`src/rtl/ads_config.svh`:
```
// ADC master configuration
`ifndef ADS_CONFIG_SVH
`define ADS_CONFIG_SVH

// i2c_clk cycles per quarter of one SCL bit
`define ADS_SCL_QUARTER 2

// cycles to wait for DRDY before RDATA is sent anyway
`define ADS_DRDY_TIMEOUT 400

// device command bytes
`define ADS_CMD_WREG_CFG0 8'h40
`define ADS_CMD_START 8'h08
`define ADS_CMD_RDATA 8'h10

// mux byte for AIN0, each further channel adds 16
`define ADS_MUX_BASE 8'h81

`endif

```
`src/rtl/ads_pkg.sv`:
```
// ADC master types
package ads_pkg;

	typedef enum logic {
		CPU_WREG = 1'b0,
		CPU_RREG = 1'b1
	} cpu_op_e;

	// byte counts after the address byte: 1, 2, 1, 3
	typedef enum logic [1:0] {
		XFER_WR1 = 2'd0,
		XFER_WR2 = 2'd1,
		XFER_RD1 = 2'd2,
		XFER_RD3 = 2'd3
	} xfer_op_e;

	typedef enum logic [2:0] {
		SCAN_MUX   = 3'd0,
		SCAN_START = 3'd1,
		SCAN_WAIT  = 3'd2,
		SCAN_RDATA = 3'd3,
		SCAN_READ  = 3'd4
	} scan_state_e;

	typedef enum logic [2:0] {
		EN_IDLE  = 3'd0,
		EN_START = 3'd1,
		EN_BYTE  = 3'd2,
		EN_ACK   = 3'd3,
		EN_STOP  = 3'd4
	} engine_state_e;

	typedef logic [1:0] chan_t;

	typedef logic signed [31:0] ain_t;

	// where a response goes, neither bit set means discard
	typedef struct packed {
		logic  to_host; // low byte to the host read port
		logic  to_chan; // three bytes to a channel result
		chan_t chan;
	} xfer_tag_t;

endpackage

```
`src/rtl/i2c_xfer_if.sv`:
```
// Transfer request and response channel
`timescale 1ns/1ns

interface i2c_xfer_if import ads_pkg::*; ();

	logic        req_valid;
	logic        req_ready; // only high while the engine is idle
	xfer_op_e    req_op;
	logic        req_rw; // R/W bit sent with the address
	logic [6:0]  req_addr;
	logic [7:0]  byte0;
	logic [7:0]  byte1;

	// one-cycle response, no back-pressure
	logic        rsp_valid;
	logic        rsp_nack;
	logic [23:0] rsp_data; // first byte read sits in [23:16]
	xfer_tag_t   rsp_tag;

	modport sched (
		output req_valid, req_op, req_rw, req_addr, byte0, byte1, rsp_tag,
		input  req_ready, rsp_valid, rsp_nack, rsp_data
	);

	modport engine (
		input  req_valid, req_op, req_rw, req_addr, byte0, byte1,
		output req_ready, rsp_valid, rsp_nack, rsp_data
	);

	modport bank (
		input rsp_valid, rsp_nack, rsp_data, rsp_tag
	);

endinterface

```
`src/rtl/ads_result_bank.sv`:
```
// Channel results and host read data
`timescale 1ns/1ns

module ads_result_bank import ads_pkg::*; (
	input  logic       i2c_clk,
	input  logic       i_rst_n,
	i2c_xfer_if.bank   xfer,
	output ain_t       o_ain0,
	output ain_t       o_ain1,
	output ain_t       o_ain2,
	output ain_t       o_ain3,
	output logic       o_ain_valid,
	output logic       o_rd_valid,
	output logic [7:0] o_rd_data,
	output logic       o_nack
);

	logic rsp_ok;

	assign rsp_ok = xfer.rsp_valid && !xfer.rsp_nack;

	always_ff @(posedge i2c_clk or negedge i_rst_n) begin
		if (!i_rst_n) begin
			o_ain0      <= '0;
			o_ain1      <= '0;
			o_ain2      <= '0;
			o_ain3      <= '0;
			o_ain_valid <= 1'b0;
			o_rd_valid  <= 1'b0;
			o_nack      <= 1'b0;
		end else begin
			o_ain_valid <= rsp_ok && xfer.rsp_tag.to_chan;
			o_rd_valid  <= rsp_ok && xfer.rsp_tag.to_host;
			o_nack      <= xfer.rsp_valid && xfer.rsp_nack;
			if (rsp_ok && xfer.rsp_tag.to_chan) begin
				// 24-bit conversion, zero extended
				case (xfer.rsp_tag.chan)
					2'd0: o_ain0 <= {8'h00, xfer.rsp_data};
					2'd1: o_ain1 <= {8'h00, xfer.rsp_data};
					2'd2: o_ain2 <= {8'h00, xfer.rsp_data};
					default: o_ain3 <= {8'h00, xfer.rsp_data};
				endcase
			end
		end
	end

	always_ff @(posedge i2c_clk) begin
		if (rsp_ok && xfer.rsp_tag.to_host)
			o_rd_data <= xfer.rsp_data[7:0]; // single byte lands low
	end

endmodule

```
`src/flat_wrapper.sv`:
```
// flat-port wrapper written by rule: the top's interface ports become plain ports
module ads_result_bank_flat import ads_pkg::*;
  (i2c_clk, i_rst_n, o_ain0, o_ain1, o_ain2, o_ain3, o_ain_valid, o_rd_valid, o_rd_data, o_nack, xfer_rsp_valid, xfer_rsp_nack, xfer_rsp_data, xfer_rsp_tag);
  i2c_xfer_if xfer_i ();
  input  logic i2c_clk;
  input  logic i_rst_n;
  output ain_t o_ain0;
  output ain_t o_ain1;
  output ain_t o_ain2;
  output ain_t o_ain3;
  output logic o_ain_valid;
  output logic o_rd_valid;
  output logic [7:0] o_rd_data;
  output logic o_nack;
  input wire logic [$bits(xfer_i.rsp_valid)-1:0] xfer_rsp_valid;
  input wire logic [$bits(xfer_i.rsp_nack)-1:0] xfer_rsp_nack;
  input wire logic [$bits(xfer_i.rsp_data)-1:0] xfer_rsp_data;
  input wire logic [$bits(xfer_i.rsp_tag)-1:0] xfer_rsp_tag;
  assign xfer_i.rsp_valid = xfer_rsp_valid;
  assign xfer_i.rsp_nack = xfer_rsp_nack;
  assign xfer_i.rsp_data = xfer_rsp_data;
  assign xfer_i.rsp_tag = xfer_rsp_tag;
  ads_result_bank u_core (.i2c_clk(i2c_clk), .i_rst_n(i_rst_n), .xfer(xfer_i), .o_ain0(o_ain0), .o_ain1(o_ain1), .o_ain2(o_ain2), .o_ain3(o_ain3), .o_ain_valid(o_ain_valid), .o_rd_valid(o_rd_valid), .o_rd_data(o_rd_data), .o_nack(o_nack));
endmodule
```
`config.mk`:
```
export PLATFORM = sky130hd
export DESIGN_NAME = ads_result_bank_flat
export DESIGN_NICKNAME = d
export VERILOG_FILES = /design/src/rtl/ads_config.svh /design/src/rtl/ads_pkg.sv /design/src/rtl/i2c_xfer_if.sv /design/src/rtl/ads_result_bank.sv /design/src/flat_wrapper.sv
export SDC_FILE = /design/constraint.sdc
export NUM_CORES = 1
export LEC_CHECK = 0
export BUFFER_PORTS_ARGS = -buffer_cell sky130_fd_sc_hd__buf_2
export CAP_MARGIN = 5
export CORE_MARGIN = 2
export CORE_UTILIZATION = 30
export DETAILED_ROUTE_END_ITERATION = 8
export SYNTH_ARGS = -nofsm -noshare
export SYNTH_HDL_FRONTEND = slang
export SYNTH_SLANG_ARGS = --single-unit
```
`constraint.sdc`:
```
create_clock -name i2c_clk -period 0.9 [get_ports i2c_clk]
set_clock_uncertainty 0.05 [all_clocks]
set_input_delay 0.18 -clock i2c_clk [delete_from_list [all_inputs] [get_ports i2c_clk]]
set_output_delay 0.18 -clock i2c_clk [all_outputs]
set_load 0.005 [all_outputs]
```
# Word-level counts from Yosys, hierarchy flattened
# Cells that the tools add are included.
[op_classes] eq_ne=2 bitwise=1 n_reduce_logical=11
[ops] operator="$reduce_and A2 Y1" n=4
[ops] operator="$logic_and A1 B1 Y1" n=4
[ops] operator="$reduce_or A3 Y1" n=1
[ops] operator="$eq A2 B1 Y1 const B" n=1
[ops] operator="$eq A2 B2 Y1 const B" n=1
[ops] operator="$logic_not A2 Y1" n=1
[ops] operator="$logic_not A1 Y1" n=1
[ops] operator="$not A1 Y1" n=1
[word_totals] reg_bits=107 input_bits=32 elab_cells=22

# Depth between registers and ports, before layout
[depth] depth_word=4 ltp_mapped=5 mapped_depth_nobuf=3

# Worst setup path after synthesis
# OpenSTA, ideal clock, no wires.
[synth_timing] path_type="input port to flip-flop" from="input port xfer_rsp_valid" to="register u_core.o_ain0[10]" setup_ps=125 arrival_ps=1147 required_time_ps=725 slack_ps=-422 stages=5 n_path_buf=2 cell_sequence="nor2b_4 and4bb_2 buf_6 buf_8 mux2_2"
[synth_via] elab_chain_cells=3
[synth_lines] element="from (decl)" line="flat_wrapper.sv:15" source="input wire logic [$bits(xfer_i.rsp_valid)-1:0] xfer_rsp_valid;"
[synth_lines] element="$logic_and A1 B1 Y1" line="ads_result_bank.sv:20" source="assign rsp_ok = xfer.rsp_valid && !xfer.rsp_nack;"
[synth_lines] element="$logic_and A1 B1 Y1" line="ads_result_bank.sv:35" source="if (rsp_ok && xfer.rsp_tag.to_chan) begin"
[synth_lines] element="$reduce_and A2 Y1 (no line)"
[synth_lines] element="to (signal assigned)" line="ads_result_bank.sv:38" source="2'd0: o_ain0 <= {8'h00, xfer.rsp_data};"
[synth_lines] element="to (decl)" line="ads_result_bank.sv:8" source="output ain_t o_ain0,"
# No other way between the ends.
# A chain may end at the register's enable or synchronous reset.

# Final worst setup path
[layout_timing] from="register u_core.o_ain0[13]" to="output port o_ain0[13]"
[layout_lines] element="to (decl)" line="flat_wrapper.sv:7" source="output ain_t o_ain0;"
# No word-level cell between the ends.

==> results.yml <==
setup_path:
  crit_family: "flip-flops"
  slowest_stage: "dfrtp_1"
  start_kind: "flip-flop"
  crit_buf_inv: 1
  path_class: "reg2out"
  cp.arrival_ps: 880
  cp.required_ps: 670
  rrSetupSlack_ps: -160
  critPathMaxStageDelay_ps: 410
  critPathMaxFanout: 2
  critPathCaptureType: "output pin"
  reg2reg_depth: 3
  crit_path_cell_trace: "buf_2"
  r2r-start: "u_core.o_ain2[6]$_DFFE_PN0P_"
  r2r_end: "u_core.o_ain2[6]$_DFFE_PN0P_"
clock_network:
  numCtsBuffers: 9
  clock_sinks: 107
  cts_max_path_buffers: 2
  tritoncts: "done"
  cts_htree_levels: 3
  clock-root-buffer: "clkbuf_16"
  clkLatencyLatePin_ps: 340
  clk_pin_slew_ps: 70
cells_and_area:
  finalInstanceArea_um2: 6230
  final_cells: 641
  final_core_util_pct: 45.1
  nNetsFinal: 488
  antenna_cells: 0
  fillers: 1239
  area_growth_pct: 47.1
  mostFrequentLayoutCell: "buf_2"
  layout_common_cells: "buf_2 (134), dfrtp_1 (99), mux2_4 (52)"
  drive_gt1_share_pct: 69.0
pwr:
  pwr-share-seq_pct: 45.4
  power.internal_mw: 10.6
  finalPower_mw: 14.1
  clkPwrFrac_pct: 29.8
  p_comb_share_pct: 24.8
  p_per_area_nw_per_um2: 2260
  leakagePower_nw: 3.17
  switching_power_mw: 3.46
  ir_drop_v: 0.00103
  swShare_pct: 24.6
route:
  drtIter0Drc: 141
  viasPerCell: 4.24
  vias: 2715
  wl_per_cell_um: 16.6
  drtAntennaViolNets: 0
  drc: 0
  firstDrtPassIters: 4
  drt-total-wl_um: 10600
sta:
  rsz0062_at_grt: "true"
  fmax_mhz: 898
  worst_hold_slack_ps: 27.8
  finalHoldViolations: 0
  setup_ws_ps: -214
  setup-tns-final_ps: -32960
  slew_violations: 0
  period_share_pct: 124
  fin_crit_ps: 1110
  finalSetupViolCount: 203
flow_run:
  drv_cap: 0
floorplanning:
  core_um2: 13800
  fp-row-count: 43
  ios: 171
  start_util_pct: 30.6
  die_h_um: 123
  die_x_um: 123
  die_area_um2: 15100
hold_path:
  worstHoldStart: "xfer_rsp_data[6]"
  holdPathEnd: "u_core.o_rd_data[6]$_DFFE_PP_"
  min_path_cells: 1
  hold_path.class: "in2reg"
placed_design:
  io_buffers: 138
  place_inst: 574
  place_ws_ps: -555
  gp_congestion: 0.684
  post_dp_cell_area_um2: 5230
  place_hpwl_um: 6500
global_route:
  grt_pass1_wl_um: 15700
  grt_max_degree: 50
  grt-ovfl-total: 0
  grt_pass1_vias: 2700
  antenna_found_initial: 0
  grt_usage_pct: 14.2
logic_synthesis:
  synth.avg_cell_area_um2: 16.7
  netlist_area_um2: 4240
  synth_cells: 254
  ys_seq_elements: 107
  ys_warn_count: 0
  ys_seq_area_share_pct: 64.1
  synth.distinct_cells: 14
status:
  outcome: "finished with violations"
  violations: "negative setup slack"
## per-layer routing
| layer | vias to the layer above | part of all wire [%] | wire, um | global-route usage [%] |
|---|---|---|---|---|
| met5 | - | 0 | 0 | 0 |
| met4 | 0 | 0.98 | 104 | 3.66 |
| li1 | 1220 | - | - | - |
| met1 | 1379 | 43 | 4630 | 18.2 |
| met3 | 11 | 6.6 | 697 | 4.60 |
| met2 | 105 | 49 | 5210 | 23.3 |
## sequential cells by signal, indices dropped and copies added (netlist names)
| name | flops |
|---|---|
| u_core.o_ain3 | 24 |
| u_core.o_nack | 1 |
| u_core.o_ain1 | 24 |
| u_core.o_rd_valid | 1 |
| u_core.o_rd_data | 8 |
| u_core.o_ain2 | 24 |
| u_core.o_ain_valid | 1 |
| u_core.o_ain0 | 24 |
## power by group through the flow
stage | Sequential, mW | Clock (mW) | Combinational, mW
after floorplan | 6.55 | 0 | 1.28
after detailed placement | 6.50 | 0 | 2.80
after global routing | 6.52 | 4.57 | 3.82
after global placement | 6.47 | 0 | 2.73
final | 6.40 | 4.19 | 3.50
after CTS | 6.40 | 4.36 | 3.23
## final cells by class
class / count / area, um2 / share of cell area (%)
clock buffers: 10 / 229 / 3.67
clock inverters: 6 / 87.6 / 1.41
multi-input cells: 136 / 1510 / 24.2
flip-flops and latches: 107 / 2720 / 43.6
well taps: 180 / 225 / 3.61
repair buffers: 202 / 1470 / 23.5
## kinds of logic (layout without fill, tap and decap cells)
kind of cell           count (synthesis)  in the layout  synth area share, %
flip-flops                           107            107                 64.1
multiplexers                          96             96                 25.5
buffers and inverters                 42            218                 8.33
AND/OR/NAND/NOR                        8              8                 1.95
other                                  1             32               0.0885
## Yosys cell counts
master,instances,area [um2]
nand4_2,1,12.5
nand4b_2,1,15.0
dfrtp_1,99,2480
edfxtp_1,8,240
nor2b_4,1,13.8
buf_6,6,67.6
buf_8,2,30.0
and2_1,3,18.8
conb_1,1,3.75
and4b_1,1,10.0
mux2_1,3,33.8
and4bb_2,1,12.5
buf_4,34,255
mux2_2,93,1050
## repair_timing
action	in CTS	in global routing
setup endpoints to repair	201	203
pin swaps	3	2
buffers inserted	27	20
gates cloned	6	1
resized for setup	28	22
hold buffers	1	0
hold endpoints to repair	99	0
## worst max-delay path by stage
stage | slack (ps) | start | to | cells past startpoint
after global routing | -250 | u_core.o_ain0[16]$_DFFE_PN0P_ | o_ain0[16] | 1
after detailed placement | -560 | xfer_rsp_nack | u_core.o_ain0[19]$_DFFE_PN0P_ | 5
after global placement | -530 | xfer_rsp_nack | u_core.o_ain0[16]$_DFFE_PN0P_ | 5
after floorplan | -420 | xfer_rsp_valid | u_core.o_ain0[10]$_DFFE_PN0P_ | 5
after CTS | -230 | u_core.o_ain0[13]$_DFFE_PN0P_ | o_ain0[13] | 1
final | -210 | u_core.o_ain0[13]$_DFFE_PN0P_ | o_ain0[13] | 1
(Power assumes the default switching activity.)
