## src/rtl/ads_config.svh

```systemverilog
// ADC master configuration
`ifndef ADS_CONFIG_SVH
`define ADS_CONFIG_SVH

// i2c_clk cycles per quarter of one SCL bit
`define ADS_SCL_QUARTER 2

// cycles to wait for DRDY before RDATA is sent anyway
`define ADS_DRDY_TIMEOUT 400

// device command bytes
`define ADS_CMD_WREG_CFG0 8'h40
`define ADS_CMD_START 8'h08
`define ADS_CMD_RDATA 8'h10

// mux byte for AIN0, each further channel adds 16
`define ADS_MUX_BASE 8'h81

`endif

```

## src/rtl/ads_pkg.sv

```systemverilog
// ADC master types
package ads_pkg;

	typedef enum logic {
		CPU_WREG = 1'b0,
		CPU_RREG = 1'b1
	} cpu_op_e;

	// byte counts after the address byte: 1, 2, 1, 3
	typedef enum logic [1:0] {
		XFER_WR1 = 2'd0,
		XFER_WR2 = 2'd1,
		XFER_RD1 = 2'd2,
		XFER_RD3 = 2'd3
	} xfer_op_e;

	typedef enum logic [2:0] {
		SCAN_MUX   = 3'd0,
		SCAN_START = 3'd1,
		SCAN_WAIT  = 3'd2,
		SCAN_RDATA = 3'd3,
		SCAN_READ  = 3'd4
	} scan_state_e;

	typedef enum logic [2:0] {
		EN_IDLE  = 3'd0,
		EN_START = 3'd1,
		EN_BYTE  = 3'd2,
		EN_ACK   = 3'd3,
		EN_STOP  = 3'd4
	} engine_state_e;

	typedef logic [1:0] chan_t;

	typedef logic signed [31:0] ain_t;

	// where a response goes, neither bit set means discard
	typedef struct packed {
		logic  to_host; // low byte to the host read port
		logic  to_chan; // three bytes to a channel result
		chan_t chan;
	} xfer_tag_t;

endpackage

```

## src/rtl/i2c_xfer_if.sv

```systemverilog
// Transfer request and response channel
`timescale 1ns/1ns

interface i2c_xfer_if import ads_pkg::*; ();

	logic        req_valid;
	logic        req_ready; // only high while the engine is idle
	xfer_op_e    req_op;
	logic        req_rw; // R/W bit sent with the address
	logic [6:0]  req_addr;
	logic [7:0]  byte0;
	logic [7:0]  byte1;

	// one-cycle response, no back-pressure
	logic        rsp_valid;
	logic        rsp_nack;
	logic [23:0] rsp_data; // first byte read sits in [23:16]
	xfer_tag_t   rsp_tag;

	modport sched (
		output req_valid, req_op, req_rw, req_addr, byte0, byte1, rsp_tag,
		input  req_ready, rsp_valid, rsp_nack, rsp_data
	);

	modport engine (
		input  req_valid, req_op, req_rw, req_addr, byte0, byte1,
		output req_ready, rsp_valid, rsp_nack, rsp_data
	);

	modport bank (
		input rsp_valid, rsp_nack, rsp_data, rsp_tag
	);

endinterface

```

## src/rtl/ads_request_sched.sv

```systemverilog
// Host and scan request scheduler
`timescale 1ns/1ns
`include "ads_config.svh"

module ads_request_sched import ads_pkg::*; (
	input  logic       i2c_clk,
	input  logic       i_rst_n,
	input  logic [6:0] i_dev_addr,
	input  logic       i_cpu_valid,
	input  cpu_op_e    i_cpu_op,
	input  logic [7:0] i_cpu_cmd,
	input  logic [7:0] i_cpu_wdata,
	input  logic       i_scan_en,
	input  logic       i_drdy_n,
	output logic       o_cpu_ready,
	i2c_xfer_if.sched  xfer
);

	localparam int TW = $clog2(`ADS_DRDY_TIMEOUT + 1);

	scan_state_e   scan_st;
	chan_t         chan;
	logic          drdy_s1;
	logic          drdy_s2;
	logic [TW-1:0] wait_cnt;
	logic          busy; // accepted, response not yet seen
	logic          host_busy;
	logic          host_rd2; // read half of a RREG still to issue
	logic          can_issue;
	logic          sched_idle;
	logic          wait_done;
	logic          scan_go;
	xfer_op_e      scan_op;
	logic          scan_rw;
	logic [7:0]    scan_b0;
	logic [7:0]    mux_byte;
	xfer_tag_t     scan_tag;

	assign mux_byte   = `ADS_MUX_BASE + {2'b00, chan, 4'h0};
	assign can_issue  = !xfer.req_valid && !busy;
	// host only gets in between whole channel sequences
	assign sched_idle = can_issue && !host_busy && (scan_st == SCAN_MUX);
	assign o_cpu_ready = sched_idle && i_cpu_valid;
	assign wait_done  = !drdy_s2 || (wait_cnt == TW'(`ADS_DRDY_TIMEOUT - 1));

	// drdy synchronizer, idles high
	always_ff @(posedge i2c_clk or negedge i_rst_n) begin
		if (!i_rst_n) begin
			drdy_s1 <= 1'b1;
			drdy_s2 <= 1'b1;
		end else begin
			drdy_s1 <= i_drdy_n;
			drdy_s2 <= drdy_s1;
		end
	end

	// request for the current scan step
	always_comb begin
		scan_go  = 1'b1;
		scan_op  = XFER_WR1;
		scan_rw  = 1'b0;
		scan_b0  = `ADS_CMD_START;
		scan_tag = '{to_host: 1'b0, to_chan: 1'b0, chan: chan};
		case (scan_st)
			SCAN_MUX: begin
				scan_go = i_scan_en && !i_cpu_valid; // pending host wins here
				scan_op = XFER_WR2;
				scan_b0 = `ADS_CMD_WREG_CFG0;
			end
			SCAN_START: scan_b0 = `ADS_CMD_START;
			SCAN_RDATA: scan_b0 = `ADS_CMD_RDATA;
			SCAN_READ: begin
				scan_op = XFER_RD3;
				scan_rw = 1'b1;
				scan_tag.to_chan = 1'b1;
			end
			default: scan_go = 1'b0; // waiting on drdy
		endcase
	end

	always_ff @(posedge i2c_clk or negedge i_rst_n) begin
		if (!i_rst_n) begin
			xfer.req_valid <= 1'b0;
			busy      <= 1'b0;
			host_busy <= 1'b0;
			host_rd2  <= 1'b0;
			scan_st   <= SCAN_MUX;
			chan      <= '0;
			wait_cnt  <= '0;
		end else begin
			if (xfer.req_valid && xfer.req_ready) begin
				xfer.req_valid <= 1'b0;
				busy <= 1'b1;
			end

			if (can_issue) begin
				if (host_rd2) begin
					xfer.req_valid <= 1'b1;
					host_rd2 <= 1'b0;
				end else if (o_cpu_ready) begin
					xfer.req_valid <= 1'b1;
					host_busy <= 1'b1;
					host_rd2  <= (i_cpu_op == CPU_RREG);
				end else if (!host_busy && scan_go) begin
					xfer.req_valid <= 1'b1;
				end
			end

			if (xfer.rsp_valid) begin
				busy <= 1'b0;
				if (host_busy) begin
					if (xfer.rsp_nack || !host_rd2)
						host_busy <= 1'b0;
					if (xfer.rsp_nack)
						host_rd2 <= 1'b0; // drop the read half
				end else if (xfer.rsp_nack) begin
					scan_st <= SCAN_MUX; // same channel again
				end else begin
					case (scan_st)
						SCAN_MUX:   scan_st <= SCAN_START;
						SCAN_START: begin
							scan_st  <= SCAN_WAIT;
							wait_cnt <= '0;
						end
						SCAN_RDATA: scan_st <= SCAN_READ;
						SCAN_READ: begin
							scan_st <= SCAN_MUX;
							chan    <= chan + 1'b1; // wraps 3 -> 0
						end
						default: ;
					endcase
				end
			end

			if (scan_st == SCAN_WAIT) begin
				if (wait_done)
					scan_st <= SCAN_RDATA;
				else
					wait_cnt <= wait_cnt + 1'b1;
			end
		end
	end

	// request fields, held until the engine takes them
	always_ff @(posedge i2c_clk) begin
		if (can_issue) begin
			if (host_rd2) begin
				xfer.req_addr <= i_dev_addr;
				xfer.req_op   <= XFER_RD1;
				xfer.req_rw   <= 1'b1;
				xfer.rsp_tag  <= '{to_host: 1'b1, to_chan: 1'b0, chan: chan};
			end else if (o_cpu_ready) begin
				xfer.req_addr <= i_dev_addr;
				xfer.req_op   <= (i_cpu_op == CPU_RREG) ? XFER_WR1 : XFER_WR2;
				xfer.req_rw   <= 1'b0;
				xfer.byte0    <= i_cpu_cmd;
				xfer.byte1    <= i_cpu_wdata;
				xfer.rsp_tag  <= '{to_host: 1'b0, to_chan: 1'b0, chan: chan};
			end else if (!host_busy && scan_go) begin
				xfer.req_addr <= i_dev_addr;
				xfer.req_op   <= scan_op;
				xfer.req_rw   <= scan_rw;
				xfer.byte0    <= scan_b0;
				xfer.byte1    <= mux_byte;
				xfer.rsp_tag  <= scan_tag;
			end
		end
	end

endmodule

```

## src/flat_wrapper.sv

```systemverilog
// flat-port wrapper written by rule: the top's interface ports become plain ports
module ads_request_sched_flat import ads_pkg::*;
  (i2c_clk, i_rst_n, i_dev_addr, i_cpu_valid, i_cpu_op, i_cpu_cmd, i_cpu_wdata, i_scan_en, i_drdy_n, o_cpu_ready, xfer_req_valid, xfer_req_op, xfer_req_rw, xfer_req_addr, xfer_byte0, xfer_byte1, xfer_rsp_tag, xfer_req_ready, xfer_rsp_valid, xfer_rsp_nack, xfer_rsp_data);
  i2c_xfer_if xfer_i ();
  input  logic i2c_clk;
  input  logic i_rst_n;
  input  logic [6:0] i_dev_addr;
  input  logic i_cpu_valid;
  input  cpu_op_e i_cpu_op;
  input  logic [7:0] i_cpu_cmd;
  input  logic [7:0] i_cpu_wdata;
  input  logic i_scan_en;
  input  logic i_drdy_n;
  output logic o_cpu_ready;
  output wire logic [$bits(xfer_i.req_valid)-1:0] xfer_req_valid;
  output wire logic [$bits(xfer_i.req_op)-1:0] xfer_req_op;
  output wire logic [$bits(xfer_i.req_rw)-1:0] xfer_req_rw;
  output wire logic [$bits(xfer_i.req_addr)-1:0] xfer_req_addr;
  output wire logic [$bits(xfer_i.byte0)-1:0] xfer_byte0;
  output wire logic [$bits(xfer_i.byte1)-1:0] xfer_byte1;
  output wire logic [$bits(xfer_i.rsp_tag)-1:0] xfer_rsp_tag;
  input wire logic [$bits(xfer_i.req_ready)-1:0] xfer_req_ready;
  input wire logic [$bits(xfer_i.rsp_valid)-1:0] xfer_rsp_valid;
  input wire logic [$bits(xfer_i.rsp_nack)-1:0] xfer_rsp_nack;
  input wire logic [$bits(xfer_i.rsp_data)-1:0] xfer_rsp_data;
  assign xfer_req_valid = xfer_i.req_valid;
  assign xfer_req_op = xfer_i.req_op;
  assign xfer_req_rw = xfer_i.req_rw;
  assign xfer_req_addr = xfer_i.req_addr;
  assign xfer_byte0 = xfer_i.byte0;
  assign xfer_byte1 = xfer_i.byte1;
  assign xfer_rsp_tag = xfer_i.rsp_tag;
  assign xfer_i.req_ready = xfer_req_ready;
  assign xfer_i.rsp_valid = xfer_rsp_valid;
  assign xfer_i.rsp_nack = xfer_rsp_nack;
  assign xfer_i.rsp_data = xfer_rsp_data;
  ads_request_sched u_core (.i2c_clk(i2c_clk), .i_rst_n(i_rst_n), .i_dev_addr(i_dev_addr), .i_cpu_valid(i_cpu_valid), .i_cpu_op(i_cpu_op), .i_cpu_cmd(i_cpu_cmd), .i_cpu_wdata(i_cpu_wdata), .i_scan_en(i_scan_en), .i_drdy_n(i_drdy_n), .o_cpu_ready(o_cpu_ready), .xfer(xfer_i));
endmodule
```

## config.mk

```make
export PLATFORM = sky130hd
export DESIGN_NAME = ads_request_sched_flat
export DESIGN_NICKNAME = d
export VERILOG_FILES = /design/src/rtl/ads_pkg.sv /design/src/rtl/i2c_xfer_if.sv /design/src/rtl/ads_request_sched.sv /design/src/flat_wrapper.sv
export VERILOG_INCLUDE_DIRS = /design/src /design/src/rtl
export SDC_FILE = /design/constraint.sdc
export NUM_CORES = 1
export LEC_CHECK = 0
export BUFFER_PORTS_ARGS = -buffer_cell sky130_fd_sc_hd__buf_2
export CAP_MARGIN = 30
export CORE_UTILIZATION = 51
export DETAILED_ROUTE_END_ITERATION = 12
export HOLD_SLACK_MARGIN = 0.06
export PLACE_DENSITY = 0.84
export SLEW_MARGIN = 20
export SYNTH_ARGS = -nofsm -noshare
export SYNTH_HDL_FRONTEND = slang
export SYNTH_SLANG_ARGS = --single-unit
```

## constraint.sdc

```tcl
create_clock -name i2c_clk -period 9.69 [get_ports i2c_clk]
set_input_delay 1.938 -clock i2c_clk [delete_from_list [all_inputs] [get_ports i2c_clk]]
set_output_delay 1.938 -clock i2c_clk [all_outputs]
set_load 0.05 [all_outputs]
```

# After elaboration in Yosys (flattened, before gate mapping)
# Cells that the tools add are included.
# word_totals
reg_bits	50
in_bits	56
output_inout_bits	32
# op_classes
n_addsub	3
n_eq_ne	5
mux	50
n_bitwise	3
reduce_logical	24
# op_table
operator	n
9-bit two-way mux	6
8-bit two-way mux	4
1-bit two-way mux	23
7-bit two-way mux	3
3-bit two-way mux	5
7-bit one-hot mux with 2 select lines	1
3-bit one-hot mux with 4 select lines	1
9-bit by 1-bit adder with 9-bit output (second input constant)	1
9-bit == test (second input constant)	1
8-bit by 6-bit adder with 8-bit output (first input constant)	1
4-bit two-way mux	2
1-bit logical AND	7
3-bit by 2-bit == test with 1-bit output (second input constant)	2
1-bit zero test	6
2-bit two-way mux	3
2-bit one-hot mux with 2 select lines	1
4-bit AND reduction	1
2-bit nonzero test	2
3-bit by 1-bit == test with 1-bit output (second input constant)	1
3-bit == test (second input constant)	1
3-bit zero test	1
1-bit NOT	3
3-bit AND reduction	1
3-bit nonzero test	1
6 further kinds	7

# Longest topological paths before layout
# depth
depth_word	11
mapped_depth	6
mapped_depth_nobuf	5

# Least setup slack after synthesis
# No wires, ideal clock.
# synth_path
kind	input-to-output
startpoint	in i_cpu_valid
endpoint	out o_cpu_ready
t_arrival_ns	2.665
t_required_ns	7.752
slack_ns	5.087
cell_stages	3
path_buffers	1
path_cell_list	nor4b_2 and2_1 buf_2
# synth_via
elab_chain_cells	1
# synth_lines
element	line_no	text
start, declared	flat_wrapper.sv:8	input logic i_cpu_valid;
1-bit logical AND	ads_request_sched.sv:43	assign o_cpu_ready = sched_idle && i_cpu_valid;
end, declared	flat_wrapper.sv:14	output logic o_cpu_ready;
# Every way passes these cells.

# Worst setup path in the final report
# Same ends and word-level chain as after synthesis.

==> results <==
- After clock tree synthesis, the setup repair step added 0 buffers.
- The area of the die is about 4600 um^2.
- No sink is reached through more buffers than the 2 on the longest clock path.
- The first global-routing pass estimated roughly 6.6 mm of wire.
- Synthesis inferred 50 register bits.
- With fillers left out, the area of the finished cells amounts to 2640 um^2.
- Gates resized during post-CTS repair numbered 0.
- The number of core rows is 23.
- The TritonCTS clock tree is done.
- The fmax is 0.189 GHz.
- The synthesized netlist occupies a cell area of around 2200 um^2.
- For this run, asynchronously set or reset flops after synthesis account for 0.400.
- The max-slew violation count is 0.
- The count of final hold-check violations is 0.
- For the final database, setup skew stands at about 11 ps.
- At the end of routability-driven placement, the weighted congestion stood at 0.798.
- The path type of the worst min-delay path is flip-flop to flip-flop.
- The estimated wirelength of the detail-placed design is about 3.1 mm.
- The post-placement cell area is between 2000 and 3000 um^2.
- Dividing total power by cell area gives a power density of approximately 350 nW/um^2.
- Synthesis produced 168 cells.
- In the final layout, the share of cells above drive strength 1 is 0.362.
- The flow ran to the end, and the final reports show no timing, DRC or antenna violations.
- The accumulated negative setup slack is 0 ps.
- Entering global routing, the biggest net connects 21 pins.
- Setup violations remaining at the end of the flow were counted as 0.
- At the pin with the least slew margin, the transition time is 453 ps.
- Summed over all layers, the routed wires come to 4.22 mm.
- The number of cells on the worst hold path is 0.
- The DRC violations left is 0.
- The overall fraction of global-route tracks in use is 0.203.
- The maximum fanout encountered on the critical timing path is 10.
- The cell at the root of the clock tree is clkbuf_8.
- The startpoint-to-endpoint class of the critical path is input pin to output port.
- The source-to-sink clock delay at the later pin of the worst-skew pair is ~300 ps.
- The worst-case reg-to-reg path depth is 5.
- The initial antenna violation count is 0.
- Averaged over all synthesized cells, the footprint is ~13 um^2.
- The H-tree was split into 2 levels.
- The horizontal die dimension is about 67 um.
- Setup repair after global routing left no endpoint under its margin.
- Counting every sink on the clock net gives 50.
- The nature of the critical path startpoint is an input pin.
- The vertical extent of the die is between 60 and 70 um.
- The worst path arrival time is between 3000 and 4000 ps.
- The pre-antenna-repair detailed-routing pass consisted of 4 iterations.
- In this run, the number of DRC markers left after iteration 0 of detailed routing was around 130.
- The antenna diode count is 0.
- Measured against its own limit, the worst slew margin works out to 0.696.
- The portion of the clock cycle consumed by the worst path in the final layout is 0.545.
- The via count is 1548.
- The number of global-route vias before repair is 1442.
- The count of input and output buffers is 63.
- Yosys mapped the design onto 43 distinct sky130hd cell types.
- For this configuration, the core starts out at a cell density of 0.539.
- Relative to the synthesized area, the layout overhead comes to 20.7%.
- The critical path goes through buf_2, nor4b_2, buf_2, and2_1, buf_2.
- The critical path's largest stage delay is between 300 and 400 ps.
- The vias per cell is roughly 5.4.
- The placeable core region is 4060 um^2.
- Dividing the detail-routed wire length by the instance count gives about 15 um.
- For this design the top-level I/O count stands at between 80 and 90.
- Clock-pin slew was measured on the worst setup and hold paths at approximately 80 ps.
- The total of hold buffers inserted after clock tree synthesis is 0.
- STA classifies the critical path endpoint as an output port.
- After global routing the overflow that remains totals 0.
- VDD sags by at most roughly 0.11 mV.
- The most used flip-flop cell after synthesis is edfxtp_1.
- In this run the static leakage power is about 1.2 nW.
- The number of nets handed over by synthesis was between 200 and 250.
- For the finished layout, the period the worst path requires is approximately 5300 ps.
- The number of fill cells in the layout is just under 300.
- The slowest stage of the critical path is the nor4b_2 cell.
- In this run, synthesis inferred 30 flip-flops with an integrated enable.
- During synthesis, Yosys emitted a total of 0 warnings.
- The number of nets in the layout is slightly below 300.
- The most numerous cell type found on the critical path is buf_2.
- The tool flagged a number of max-cap violations equal to 0.
- The proportion of synthesized chip area in sequential cells is 0.642.
- At the worst endpoint, the required time is roughly 7800 ps.
- The count of nets left with antenna violations once routing finished came out at 0.
- Clock tree synthesis inserted a total of 5 buffers.
==> worst max-delay path, delay by kind of cell <==
family                 cells  cell delay (ps)
buffers and inverters      3              700
and+or+nand+nor            2              700
==> registers in the layout, indices dropped and copies added (netlist names) <==
register,flops
u_core.xfer.req_rw,1
u_core.host_rd2,1
u_core.drdy_s1,1
u_core.xfer.byte0,8
u_core.host_busy,1
u_core.xfer.req_op,2
u_core.busy,1
u_core.scan_st,3
u_core.xfer.req_addr,7
u_core.drdy_s2,1
u_core.wait_cnt,9
u_core.xfer.rsp_tag,4
u_core.xfer.req_valid,1
u_core.xfer.byte1,8
u_core.chan,2
==> through the flow <==
step	std cells	util	hold WS (ps)	power [mW]	setup slack (ps)
2_1_floorplan	168	-	345	0.717	5090
3_3_place_gp	274	0.624	347	0.793	4190
3_5_place_dp	274	0.624	347	0.810	4140
4_1_cts	282	0.646	359	0.925	4140
5_1_grt	285	0.650	366	0.975	4330
6_report	285	0.650	358	0.925	4410
==> final timing paths <==
kind | startpoint | to | slack [ps]
max in group asynchronous | i_rst_n | u_core.drdy_s1$_DFF_PN1_ | 7770
min reg2reg | u_core.drdy_s1$_DFF_PN1_ | u_core.drdy_s2$_DFF_PN1_ | 360
max reg2reg | u_core.scan_st[2]$_DFF_PN0_ | u_core.xfer.req_addr[1]$_DFFE_PP_ | 7520
min in group asynchronous | i_rst_n | u_core.chan[1]$_DFFE_PN0P_ | 1570
max | i_cpu_valid | o_cpu_ready | 4410
min | u_core.drdy_s1$_DFF_PN1_ | u_core.drdy_s2$_DFF_PN1_ | 360
==> layer usage <==
layer  vias up  GRT usage  part of all wire
li1        764          -                 -
met1       734      0.237              0.41
met2        48      0.365              0.53
met3         2     0.0473             0.054
met4         0     0.0612            0.0045
met5         -          0                 0
==> layout by cell type, fill, tap and decap left out, drive strengths merged, types with 4 or more instances in the layout <==
master / netlist / final
dfrtp: 18 / 18
clkbuf: 2 / 6
nand3: 10 / 10
inv: 4 / 4
edfxtp: 30 / 30
o21ai: 9 / 9
nand2: 13 / 13
nand4: 4 / 4
buf: 6 / 67
nor3: 5 / 5
and3: 14 / 14
a21oi: 5 / 5
nand2b: 4 / 4
nor2: 6 / 6
==> cells in the mapped netlist (3+ instances only) <==
| master | n | area share |
|---|---|---|
| nor2_1 | 6 | 0.010 |
| nor3_1 | 5 | 0.011 |
| inv_1 | 4 | 0.0069 |
| buf_2 | 4 | 0.0092 |
| edfxtp_1 | 30 | 0.41 |
| a21oi_1 | 5 | 0.011 |
| a21o_1 | 3 | 0.010 |
| nand2b_1 | 4 | 0.011 |
| dfrtp_1 | 18 | 0.21 |
| and3_1 | 14 | 0.040 |
| o21ai_0 | 9 | 0.021 |
| nand3_1 | 10 | 0.023 |
| nand2_1 | 13 | 0.022 |
| a211o_1 | 3 | 0.012 |
| nand4_1 | 3 | 0.0086 |
==> final cells by class <==
| class | count | area, um^2 | area share |
|---|---|---|---|
| clock buffers | 6 | 72.6 | 0.0275 |
| repair buffers | 67 | 340 | 0.129 |
| multi-input cells | 106 | 728 | 0.276 |
| well taps | 50 | 62.6 | 0.0237 |
| inverters | 4 | 15.0 | 0.00569 |
| flip-flops and latches | 50 | 1400 | 0.532 |
| clock inverters | 2 | 15.0 | 0.00569 |
==> kinds of logic after synthesis <==
kind of cell,share of synthesized area
compound gates,0.105
fa+ha+maj,0.00572
xor+xnor,0.00802
mux,0.0103
flops,0.642
simple gates,0.199
buf+inv,0.0298
==> report_power, final <==
group	switching, mW	total (mW)	internal (mW)
clock	0.0648	0.116	0.0509
sequential	0.0572	0.387	0.330
combinational	0.318	0.423	0.105
No activity file was read; power rests on OpenSTA's default activity.
